--- src/blitCorePkg.sv ---
// Engine-side definitions: sequencer states and the logic operation code layout.
// Imported by the sequencer, the data path, the register file and the top level.

`default_nettype none

package blitCorePkg;

	// Kind of bus cycle pending or in flight
	typedef enum logic [1:0] {
		idle,
		readSrc,
		readDst,
		writeDst
	} blitState_t;

	localparam int opWidth = 4;
	localparam int skewWidth = 4;

	// Op code bit that gives the result for each source/destination bit pair
	localparam int opS0D0 = 3;
	localparam int opS0D1 = 2;
	localparam int opS1D0 = 1;
	localparam int opS1D1 = 0;

endpackage

`default_nettype wire

--- src/blitRegsPkg.sv ---
// CPU-facing definitions for the blitter: word widths, register map and control bits.
// Imported by the register file, the address generator and the top level.

`default_nettype none

package blitRegsPkg;

	localparam int dataWidth = 16;	// CPU and memory data word
	localparam int addrWidth = 23;	// Word address, byte address bit 0 dropped
	localparam int addrHiWidth = addrWidth - dataWidth + 1;	// Bits held in the high address register

	typedef logic [3:0] regIdx_t;	// Register word index

	localparam regIdx_t regSrcXinc = 4'h0;
	localparam regIdx_t regSrcYinc = 4'h1;
	localparam regIdx_t regSrcAddrHi = 4'h2;
	localparam regIdx_t regSrcAddrLo = 4'h3;
	localparam regIdx_t regLeftMask = 4'h4;
	localparam regIdx_t regCenterMask = 4'h5;
	localparam regIdx_t regRightMask = 4'h6;
	localparam regIdx_t regDstXinc = 4'h7;
	localparam regIdx_t regDstYinc = 4'h8;
	localparam regIdx_t regDstAddrHi = 4'h9;
	localparam regIdx_t regDstAddrLo = 4'hA;
	localparam regIdx_t regXCount = 4'hB;
	localparam regIdx_t regYCount = 4'hC;
	localparam regIdx_t regOp = 4'hD;
	localparam regIdx_t regControl = 4'hE;	// Index F reads zero

	localparam int ctrlBusyBit = 15;	// Control register busy flag
	localparam int skewLsb = 0;	// Skew field starts here

endpackage

`default_nettype wire
--- src/stBlitter.sv ---
// Blitter top level: CPU register port on plain strobes, memory master port
// with request/acknowledge. Connects registers, counters, sequencer and data path.

`default_nettype none

module stBlitter (
	input  wire logic Clks,
	input  wire logic rst,
	input  wire logic cpuSel,
	input  wire logic cpuWr,
	input  wire blitRegsPkg::regIdx_t cpuIdx,
	input  wire logic [blitRegsPkg::dataWidth-1:0] cpuWrData,
	input  wire logic memAck,
	input  wire logic [blitRegsPkg::dataWidth-1:0] memRdData,
	output logic [blitRegsPkg::dataWidth-1:0] cpuRdData,
	output logic busy,
	output logic memReq,
	output logic memWe,
	output logic [blitRegsPkg::addrWidth-1:0] memAddr,
	output logic [blitRegsPkg::dataWidth-1:0] memWrData
);
	import blitRegsPkg::*;
	import blitCorePkg::*;

	logic [opWidth-1:0] op;
	logic [skewWidth-1:0] skew;
	logic [dataWidth-1:0] leftMask, centerMask, rightMask;
	logic [dataWidth-1:0] srcXinc, srcYinc, dstXinc, dstYinc;
	logic [addrWidth-1:0] srcAddr, dstAddr;
	logic [dataWidth-1:0] xCount, yCount;
	logic [dataWidth-1:0] result;
	logic regWrEn, newBlit, firstWord, lastWord, blitEnd;
	logic srcDone, dstRdDone, wrDone, partialMask;
	logic direction, blitDone;

	assign direction = srcXinc[dataWidth-1];	// Source walks backwards
	assign blitDone = wrDone && blitEnd;

	blitRegisterFile regFile_inst (.Clks, .rst, .cpuSel, .cpuWr, .cpuIdx, .cpuWrData,
		.blitDone, .srcAddr, .dstAddr, .xCount, .yCount, .cpuRdData, .busy, .op, .skew,
		.leftMask, .centerMask, .rightMask, .srcXinc, .srcYinc, .dstXinc, .dstYinc,
		.regWrEn);

	blitAddrGen addrGen_inst (.Clks, .rst, .regWrEn, .cpuIdx, .cpuWrData, .srcXinc,
		.srcYinc, .dstXinc, .dstYinc, .srcDone, .wrDone, .srcAddr, .dstAddr, .xCount,
		.yCount, .firstWord, .lastWord, .blitEnd, .newBlit);

	blitSequencer sequencer_inst (.Clks, .rst, .busy, .newBlit, .op, .partialMask, .memAck,
		.srcAddr, .dstAddr, .result, .memReq, .memWe, .memAddr, .memWrData, .srcDone,
		.dstRdDone, .wrDone);

	blitDataPath dataPath_inst (.Clks, .rst, .srcDone, .dstRdDone, .memRdData, .op, .skew,
		.direction, .firstWord, .lastWord, .leftMask, .centerMask, .rightMask, .result,
		.partialMask);

endmodule

`default_nettype wire

--- src/blitDataPath.sv ---
// Blitter data path: skew buffer, endmask choice, destination latch and logic op.
// The result is combinational from registered buffers and feeds the write cycle.

`default_nettype none

module blitDataPath (
	input  wire logic Clks,
	input  wire logic rst,
	input  wire logic srcDone,
	input  wire logic dstRdDone,
	input  wire logic [blitRegsPkg::dataWidth-1:0] memRdData,
	input  wire logic [blitCorePkg::opWidth-1:0] op,
	input  wire logic [blitCorePkg::skewWidth-1:0] skew,
	input  wire logic direction,
	input  wire logic firstWord,
	input  wire logic lastWord,
	input  wire logic [blitRegsPkg::dataWidth-1:0] leftMask,
	input  wire logic [blitRegsPkg::dataWidth-1:0] centerMask,
	input  wire logic [blitRegsPkg::dataWidth-1:0] rightMask,
	output logic [blitRegsPkg::dataWidth-1:0] result,
	output logic partialMask
);
	import blitRegsPkg::*;
	import blitCorePkg::*;

	logic [2*dataWidth-1:0] skewBuf;	// Two most recent source words
	logic [2*dataWidth-1:0] shifted;
	logic [dataWidth-1:0] srcWord;
	logic [dataWidth-1:0] dstLatch;
	logic [dataWidth-1:0] mask;

	// Direction set means the source runs backwards, new words enter the high half
	always_ff @(posedge Clks) begin
		if (rst)
			skewBuf <= '0;
		else if (srcDone && direction)
			skewBuf <= {memRdData, skewBuf[2*dataWidth-1 -: dataWidth]};
		else if (srcDone)
			skewBuf <= {skewBuf[dataWidth-1:0], memRdData};
	end

	always_ff @(posedge Clks) begin
		if (dstRdDone)
			dstLatch <= memRdData;
	end

	assign shifted = skewBuf >> skew;
	assign srcWord = shifted[dataWidth-1:0];

	// Left mask wins on a one-word line
	always_comb begin
		if (firstWord)
			mask = leftMask;
		else if (lastWord)
			mask = rightMask;
		else
			mask = centerMask;
	end

	assign partialMask = ~&mask;

	always_comb begin
		for (int i = 0; i < dataWidth; i++) begin
			if (!mask[i])
				result[i] = dstLatch[i];	// Masked off, destination kept
			else if (srcWord[i])
				result[i] = dstLatch[i] ? op[opS1D1] : op[opS1D0];
			else
				result[i] = dstLatch[i] ? op[opS0D1] : op[opS0D0];
		end
	end

endmodule

`default_nettype wire

--- src/blitSequencer.sv ---
// Bus cycle sequencer of the blitter.
// Runs source read, destination read and destination write per word as needed,
// holding each memory request until it is acknowledged.

`default_nettype none

module blitSequencer (
	input  wire logic Clks,
	input  wire logic rst,
	input  wire logic busy,
	input  wire logic newBlit,
	input  wire logic [blitCorePkg::opWidth-1:0] op,
	input  wire logic partialMask,
	input  wire logic memAck,
	input  wire logic [blitRegsPkg::addrWidth-1:0] srcAddr,
	input  wire logic [blitRegsPkg::addrWidth-1:0] dstAddr,
	input  wire logic [blitRegsPkg::dataWidth-1:0] result,
	output logic memReq,
	output logic memWe,
	output logic [blitRegsPkg::addrWidth-1:0] memAddr,
	output logic [blitRegsPkg::dataWidth-1:0] memWrData,
	output logic srcDone,
	output logic dstRdDone,
	output logic wrDone
);
	import blitCorePkg::*;

	blitState_t state;
	logic usesSrc;
	logic needDst;
	logic cycleEnd;

	// Ops 0, 5, A and F ignore the source; 0, 3, C and F ignore the destination
	assign usesSrc = (op[opS0D1] != op[opS1D1]) || (op[opS0D0] != op[opS1D0]);
	assign needDst = (op[opS0D0] != op[opS0D1]) || (op[opS1D0] != op[opS1D1]) || partialMask;
	assign cycleEnd = memReq && memAck;

	always_ff @(posedge Clks) begin
		if (rst || newBlit) begin
			state <= idle;
			memReq <= 1'b0;
		end else if (cycleEnd) begin
			memReq <= 1'b0;	// One idle cycle after every ack
			case (state)
				readSrc:  state <= needDst ? readDst : writeDst;
				readDst:  state <= writeDst;
				default:  state <= idle;	// Word written
			endcase
		end else if (state == idle) begin
			if (busy) begin
				state <= usesSrc ? readSrc : (needDst ? readDst : writeDst);
				memReq <= 1'b1;
			end
		end else if (!memReq) begin
			if (busy)
				memReq <= 1'b1;
			else
				state <= idle;	// Stopped by the CPU mid word
		end
	end

	assign srcDone = cycleEnd && state == readSrc;
	assign dstRdDone = cycleEnd && state == readDst;
	assign wrDone = cycleEnd && state == writeDst;

	assign memWe = memReq && state == writeDst;
	assign memAddr = (state == readSrc) ? srcAddr : dstAddr;
	assign memWrData = result;

	// Address may only move once the memory has taken the cycle
	addrHold: assert property (@(posedge Clks) disable iff (rst)
		(memReq && !memAck) |=> (memReq && $stable(memAddr)));

endmodule

`default_nettype wire

--- src/blitAddrGen.sv ---
// Word counters and source/destination address registers of the blitter.
// Loaded by CPU writes, stepped by the sequencer's done pulses.
// Writing the Y count arms a new blit.

`default_nettype none

module blitAddrGen (
	input  wire logic Clks,
	input  wire logic rst,
	input  wire logic regWrEn,
	input  wire blitRegsPkg::regIdx_t cpuIdx,
	input  wire logic [blitRegsPkg::dataWidth-1:0] cpuWrData,
	input  wire logic [blitRegsPkg::dataWidth-1:0] srcXinc,
	input  wire logic [blitRegsPkg::dataWidth-1:0] srcYinc,
	input  wire logic [blitRegsPkg::dataWidth-1:0] dstXinc,
	input  wire logic [blitRegsPkg::dataWidth-1:0] dstYinc,
	input  wire logic srcDone,
	input  wire logic wrDone,
	output logic [blitRegsPkg::addrWidth-1:0] srcAddr,
	output logic [blitRegsPkg::addrWidth-1:0] dstAddr,
	output logic [blitRegsPkg::dataWidth-1:0] xCount,
	output logic [blitRegsPkg::dataWidth-1:0] yCount,
	output logic firstWord,
	output logic lastWord,
	output logic blitEnd,
	output logic newBlit
);
	import blitRegsPkg::*;

	logic [dataWidth-1:0] lineWidth;	// X count reload value
	logic [addrWidth-1:0] srcStep;
	logic [addrWidth-1:0] dstStep;
	logic yCountWr;

	// Byte increment to a sign-extended word step
	function automatic logic [addrWidth-1:0] wordStep(input logic [dataWidth-1:0] inc);
		return {{addrHiWidth{inc[dataWidth-1]}}, inc[dataWidth-1:1]};
	endfunction

	assign lastWord = xCount == 1;
	assign blitEnd = lastWord && yCount == 1;
	assign yCountWr = regWrEn && cpuIdx == regYCount;

	// Y increment applies on the last word of a line
	assign srcStep = wordStep(lastWord ? srcYinc : srcXinc);
	assign dstStep = wordStep(lastWord ? dstYinc : dstXinc);

	always_ff @(posedge Clks) begin
		if (rst) begin
			xCount <= '0;
			yCount <= '0;
		end else if (wrDone) begin
			if (lastWord) begin
				xCount <= lineWidth;
				yCount <= yCount - 1'b1;
			end else begin
				xCount <= xCount - 1'b1;
			end
		end else if (regWrEn) begin
			if (cpuIdx == regXCount)
				xCount <= cpuWrData;
			if (yCountWr)
				yCount <= cpuWrData;
		end
	end

	always_ff @(posedge Clks) begin
		if (regWrEn && cpuIdx == regXCount)
			lineWidth <= cpuWrData;
	end

	always_ff @(posedge Clks) begin
		if (srcDone)
			srcAddr <= srcAddr + srcStep;
		else if (regWrEn && cpuIdx == regSrcAddrHi)
			srcAddr[addrWidth-1 -: addrHiWidth] <= cpuWrData[addrHiWidth-1:0];
		else if (regWrEn && cpuIdx == regSrcAddrLo)
			srcAddr[dataWidth-2:0] <= cpuWrData[dataWidth-1:1];	// Byte bit 0 dropped

		if (wrDone)
			dstAddr <= dstAddr + dstStep;
		else if (regWrEn && cpuIdx == regDstAddrHi)
			dstAddr[addrWidth-1 -: addrHiWidth] <= cpuWrData[addrHiWidth-1:0];
		else if (regWrEn && cpuIdx == regDstAddrLo)
			dstAddr[dataWidth-2:0] <= cpuWrData[dataWidth-1:1];
	end

	always_ff @(posedge Clks) begin
		if (rst) begin
			newBlit <= 1'b0;
			firstWord <= 1'b0;
		end else begin
			newBlit <= yCountWr;
			if (yCountWr)
				firstWord <= 1'b1;
			else if (wrDone)
				firstWord <= lastWord;	// Next word opens a new line
		end
	end

	// Sequencer must never run a word past the end of a line
	xCountLive: assert property (@(posedge Clks) disable iff (rst)
		(srcDone || wrDone) |-> xCount != '0);

endmodule

`default_nettype wire

--- src/blitRegisterFile.sv ---
// Blitter configuration registers as seen by the CPU.
// Holds increments, endmasks, op, skew and busy, and returns registered read data.
// Writes other than to the control register are dropped while a blit runs.

`default_nettype none

module blitRegisterFile (
	input  wire logic Clks,
	input  wire logic rst,
	input  wire logic cpuSel,
	input  wire logic cpuWr,
	input  wire blitRegsPkg::regIdx_t cpuIdx,
	input  wire logic [blitRegsPkg::dataWidth-1:0] cpuWrData,
	input  wire logic blitDone,
	input  wire logic [blitRegsPkg::addrWidth-1:0] srcAddr,
	input  wire logic [blitRegsPkg::addrWidth-1:0] dstAddr,
	input  wire logic [blitRegsPkg::dataWidth-1:0] xCount,
	input  wire logic [blitRegsPkg::dataWidth-1:0] yCount,
	output logic [blitRegsPkg::dataWidth-1:0] cpuRdData,
	output logic busy,
	output logic [blitCorePkg::opWidth-1:0] op,
	output logic [blitCorePkg::skewWidth-1:0] skew,
	output logic [blitRegsPkg::dataWidth-1:0] leftMask,
	output logic [blitRegsPkg::dataWidth-1:0] centerMask,
	output logic [blitRegsPkg::dataWidth-1:0] rightMask,
	output logic [blitRegsPkg::dataWidth-1:0] srcXinc,
	output logic [blitRegsPkg::dataWidth-1:0] srcYinc,
	output logic [blitRegsPkg::dataWidth-1:0] dstXinc,
	output logic [blitRegsPkg::dataWidth-1:0] dstYinc,
	output logic regWrEn
);
	import blitRegsPkg::*;
	import blitCorePkg::*;

	logic ctrlWr;
	logic [dataWidth-1:0] ctrlWord;
	logic [dataWidth-1:0] rdMux;

	assign regWrEn = cpuSel && cpuWr && (!busy || cpuIdx == regControl);
	assign ctrlWr = regWrEn && cpuIdx == regControl;

	always_ff @(posedge Clks) begin
		if (regWrEn) begin
			case (cpuIdx)
				regSrcXinc:    srcXinc <= cpuWrData;
				regSrcYinc:    srcYinc <= cpuWrData;
				regLeftMask:   leftMask <= cpuWrData;
				regCenterMask: centerMask <= cpuWrData;
				regRightMask:  rightMask <= cpuWrData;
				regDstXinc:    dstXinc <= cpuWrData;
				regDstYinc:    dstYinc <= cpuWrData;
				regOp:         op <= cpuWrData[opWidth-1:0];
				regControl:    skew <= cpuWrData[skewLsb +: skewWidth];
				default:       ;	// Addresses and counters live in the address generator
			endcase
		end
	end

	always_ff @(posedge Clks) begin
		if (rst)
			busy <= 1'b0;
		else if (ctrlWr)
			busy <= cpuWrData[ctrlBusyBit];	// Setting busy starts the engine
		else if (blitDone)
			busy <= 1'b0;
	end

	always_comb begin
		ctrlWord = '0;
		ctrlWord[ctrlBusyBit] = busy;
		ctrlWord[skewLsb +: skewWidth] = skew;
	end

	always_comb begin
		case (cpuIdx)
			regSrcXinc:    rdMux = srcXinc;
			regSrcYinc:    rdMux = srcYinc;
			regSrcAddrHi:  rdMux = {{(dataWidth - addrHiWidth){1'b0}},
				srcAddr[addrWidth-1 -: addrHiWidth]};
			regSrcAddrLo:  rdMux = {srcAddr[dataWidth-2:0], 1'b0};
			regLeftMask:   rdMux = leftMask;
			regCenterMask: rdMux = centerMask;
			regRightMask:  rdMux = rightMask;
			regDstXinc:    rdMux = dstXinc;
			regDstYinc:    rdMux = dstYinc;
			regDstAddrHi:  rdMux = {{(dataWidth - addrHiWidth){1'b0}},
				dstAddr[addrWidth-1 -: addrHiWidth]};
			regDstAddrLo:  rdMux = {dstAddr[dataWidth-2:0], 1'b0};
			regXCount:     rdMux = xCount;
			regYCount:     rdMux = yCount;
			regOp:         rdMux = {{(dataWidth - opWidth){1'b0}}, op};
			regControl:    rdMux = ctrlWord;
			default:       rdMux = '0;
		endcase
	end

	always_ff @(posedge Clks) begin
		if (rst)
			cpuRdData <= '0;
		else if (cpuSel && !cpuWr)
			cpuRdData <= rdMux;
	end

	// The end of a blit and a CPU control write must not land on the same edge
	ctrlVsDone: assert property (@(posedge Clks) disable iff (rst)
		!(cpuSel && cpuWr && cpuIdx == regControl && blitDone));

endmodule

`default_nettype wire

--- config.mk ---
export PLATFORM = sky130hd
export DESIGN_NAME = stBlitter
export DESIGN_NICKNAME = d
export VERILOG_FILES = /design/src/blitCorePkg.sv /design/src/blitRegsPkg.sv /design/src/stBlitter.sv /design/src/blitDataPath.sv /design/src/blitSequencer.sv /design/src/blitAddrGen.sv /design/src/blitRegisterFile.sv
export SDC_FILE = /design/constraint.sdc
export NUM_CORES = 1
export LEC_CHECK = 0
export BUFFER_PORTS_ARGS = -buffer_cell sky130_fd_sc_hd__buf_2
export CORE_MARGIN = 1
export CORE_UTILIZATION = 55
export CTS_BUF_LIST = sky130_fd_sc_hd__clkbuf_2 sky130_fd_sc_hd__clkbuf_4 sky130_fd_sc_hd__clkbuf_8
export DETAILED_ROUTE_END_ITERATION = 7
export PLACE_DENSITY = 0.84
export SYNTH_ARGS = -nofsm -noshare
export SYNTH_HDL_FRONTEND = slang
export SYNTH_SLANG_ARGS = --single-unit
--- constraint.sdc ---
create_clock -name Clks -period 6.1 [get_ports Clks]
set_input_delay 0.61 -clock Clks [delete_from_list [all_inputs] [get_ports Clks]]
set_output_delay 0.61 -clock Clks [all_outputs]
set_load 0.005 [all_outputs]
==> impl_metrics.json <==
{
  "status": "completed",
  "met3_length_mm": 6.92,
  "crit_arrival_ps": 5410,
  "switchingPower_mw": 1.04,
  "ctsHoldBuffers": 0,
  "seq_power_share_pct": 50.4,
  "combPwrFrac_pct": 6.8,
  "period_share_pct": 83.7,
  "fmax_mhz": 196,
  "die_h_um": 177,
  "grt_pass1_vias": 14400,
  "synth-edff-count": 198,
  "r2r_start": "addrGen_inst.xCount[1]$_SDFFE_PP0P_",
  "end_kind": "register",
  "yosys_warnings": 0,
  "critPathKind": "register to register",
  "synth.distinct_cells": 76,
  "mappedNetlistArea_um2": 16800,
  "path_max_fanout": 23,
  "rows": 63,
  "cts_buffer_depth": 3,
  "layout_common_cells": "264 x nand2_1, 198 x edfxtp_1, 123 x nor2_1",
  "synth_flop_cell": "edfxtp_1",
  "rsz0062_at_grt": "false",
  "synthAdderAreaFrac_pct": 4.56,
  "synth-simple-area-share_pct": 14.2,
  "layout.nets": 1896,
  "ant_nets": 0,
  "ir_drop_v": 0.000171,
  "drive_gt1_share_pct": 14.9,
  "track_usage_pct": 38.1,
  "relSlewSlack_pct": 18.9,
  "port_buffers": 98,
  "sw_frac_of_total_pct": 25.0,
  "final_common_cell": "nand2_1",
  "hold_viol_final": 0,
  "first_pass_iters": 8,
  "route.detailed.drc": 0,
  "crit_start": "addrGen_inst.xCount[1]$_SDFFE_PP0P_",
  "hpwlAfterDp_mm": 41.9,
  "vias": 15200,
  "viasPerCell": 6.82,
  "cts_setup_buffers": 0,
  "hp-class": "input pin to register",
  "final-max-slew-violation-count": 0,
  "tns_ps": 0,
  "final_util_pct": 62.6,
  "synth.yosys.seq_area_share_pct": 45.7,
  "grt_first_pass_wirelength_mm": 88.1,
  "synth_top_family_by_area": "compound AO/OA/AOI/OAI gates",
  "place_congestion": 0.998,
  "cts_sinks": 284,
  "area_delta_synth_final_pct": 11.3,
  "cts_buffers": 48,
  "drt_iter0_drc": 2150,
  "tightest_slew_ps": 1200,
  "cts_tree": "yes",
  "cap_violations": 0,
  "core_um2": 29900,
  "fin_skew_ps": 22.3,
  "clkTransAtPathRegs_ps": 70,
  "syn_inst": 1719,
  "required_ps": 6410,
  "cts_resized": 0,
  "grt_max_degree": 87,
  "wirelength_mm": 59.6,
  "syn-num-nets": 1820,
  "antenna_found_initial": 3,
  "start_util_pct": 56.2,
  "p_int_mw": 3.12,
  "hp-start": "memRdData[10]",
  "leakage_nw": 7.17,
  "overflow": 0,
  "die_area_um2": 31200,
  "met1_length_mm": 21.5,
  "synth_xor_area_share_pct": 2.64,
  "top_layer": "met5",
  "io_pins": 99,
  "min_period_ps": 5100,
  "die_w_um": 177,
  "power_frac_clock_pct": 42.8,
  "synthArstFlopShare_pct": 0,
  "clock_latency_ps": 610,
  "power.density_nw_per_um2": 222,
  "start_kind": "register",
  "muxShareOfSynthArea_pct": 9.82,
  "root_buffer": "clkbuf_8",
  "synth-seq-cells": 284,
  "wl_met2_mm": 26.8,
  "synth_compound_area_share_pct": 19.8,
  "syn-mean-instance-area_um2": 9.77,
  "htreeDepth": 2,
  "setup_viol": 0,
  "wl_per_cell_um": 26.8
}
-- sequential cells by signal, summed over array words and instances, names as in the netlist, 16 cells and up --
register                 flops
dataPath_inst.skewBuf       32
addrGen_inst.dstAddr        23
addrGen_inst.srcAddr        23
addrGen_inst.lineWidth      16
addrGen_inst.xCount         16
addrGen_inst.yCount         16
dataPath_inst.dstLatch      16
regFile_inst.centerMask     16
regFile_inst.cpuRdData      16
regFile_inst.dstXinc        16
regFile_inst.dstYinc        16
regFile_inst.leftMask       16
regFile_inst.rightMask      16
regFile_inst.srcXinc        16
regFile_inst.srcYinc        16
-- critical path, stage by stage, from the launching register on --
cell and delay (ps):
dfxtp_1 540, inv_1 120, ha_1 200, nor2b_1 160, and4_1 550, nand2_1 200
nand2_1 80, ha_1 220, fa_1 480, a211o_1 350, a211oi_1 510, o221ai_1 370
o21ai_0 370, nand2b_1 120, a21oi_1 260, xor2_1 180, o21ai_0 90
-- cell families (layout without fill, tap and decap cells) --
kind of cell / count (synthesis) / count (layout)
AOI/OAI and AO/OA: 496 / 496
xor gates and xnor gates: 48 / 48
adders and majority gates: 60 / 60
buffers and inverters: 138 / 253
DFF: 284 / 284
muxes: 157 / 157
other: 0 / 2
and+or+nand+nor: 536 / 536
-- per-stage QoR --
step | cells | setup slack [ps] | cell area, um^2 | total power [mW] | hold WS, ps
2_1_floorplan | 1719 | 1710 | 16800 | 2.28 | 467
3_3_place_gp | 2135 | 1290 | 17700 | 2.40 | 466
3_5_place_dp | 2135 | 1180 | 17700 | 2.40 | 476
4_1_cts | 2224 | 1150 | 18700 | 4.14 | 204
5_1_grt | 2224 | 708 | 18700 | 4.25 | 220
6_report | 2226 | 997 | 18700 | 4.15 | 214
-- Yosys cell counts, types with 4 or more instances --
| library cell | n | share of area, % |
|---|---|---|
| nor2b_1 | 10 | 0.37 |
| or3_1 | 4 | 0.15 |
| a22oi_1 | 46 | 2.1 |
| nand3_1 | 17 | 0.51 |
| xnor2_1 | 24 | 1.3 |
| xor2_1 | 22 | 1.1 |
| buf_2 | 11 | 0.33 |
| and2_1 | 6 | 0.22 |
| nand2_1 | 265 | 5.9 |
| clkbuf_1 | 79 | 1.8 |
| mux2i_1 | 122 | 7.3 |
| a21boi_0 | 4 | 0.18 |
| nand3b_1 | 14 | 0.63 |
| a21o_1 | 16 | 0.72 |
| o21a_1 | 13 | 0.58 |
| buf_1 | 11 | 0.25 |
| nand2b_1 | 12 | 0.45 |
| a222oi_1 | 17 | 1.0 |
| and3_1 | 21 | 0.78 |
| a31oi_1 | 15 | 0.56 |
| a22o_1 | 22 | 1.1 |
| a21oi_1 | 95 | 2.8 |
| nor3_1 | 29 | 0.86 |
| a211oi_1 | 62 | 2.8 |
| nand4_1 | 10 | 0.37 |
| dfxtp_1 | 86 | 10 |
| o211ai_1 | 15 | 0.67 |
| nor4_1 | 5 | 0.19 |
| mux2_2 | 32 | 2.1 |
| edfxtp_1 | 198 | 35 |
| o31ai_1 | 15 | 0.67 |
| nor2_1 | 126 | 2.8 |
| inv_1 | 31 | 0.69 |
| and4_1 | 4 | 0.21 |
| o21ai_0 | 114 | 3.4 |
| a221oi_1 | 26 | 1.4 |
| ha_1 | 58 | 4.3 |
-- routing by layer --
metal	vias up	global-route usage [%]
li1	6651	-
met1	7199	47.0
met2	1063	59.5
met3	258	9.04
met4	2	25.0
met5	-	0
-- power by group through the flow --
stage                     clock network, mW  logic, mW  registers, mW
after floorplan                           0      0.154           2.13
after global placement                    0      0.267           2.13
after detailed placement                  0      0.272           2.13
after CTS                              1.77      0.274           2.09
after global routing                   1.86      0.300           2.09
final                                  1.78      0.284           2.09
-- area by class of cell --
| type | instances | area [um^2] |
|---|---|---|
| inverters | 34 | 128 |
| multi-input cells | 1297 | 8680 |
| diodes | 2 | 5.00 |
| clock buffers | 72 | 903 |
| flip-flops and latches | 284 | 7670 |
| repair buffers | 130 | 731 |
| fillers | 2474 | 11200 |
| clock inverters | 17 | 81.3 |
| well taps | 390 | 488 |
-- path summary, 6_finish.rpt --
| path | end | cells past startpoint | slack, ps |
|---|---|---|---|
| max | addrGen_inst.dstAddr[14]$_DFFE_PP_ | 16 | 1000 |
| min | dataPath_inst.dstLatch[10]$_DFFE_PP_ | 1 | 210 |
| max reg2reg | addrGen_inst.dstAddr[14]$_DFFE_PP_ | 16 | 1000 |
| min reg2reg | regFile_inst.cpuRdData[7]$_SDFFE_PP0P_ | 2 | 480 |
Power figures use the tool's default switching activity.
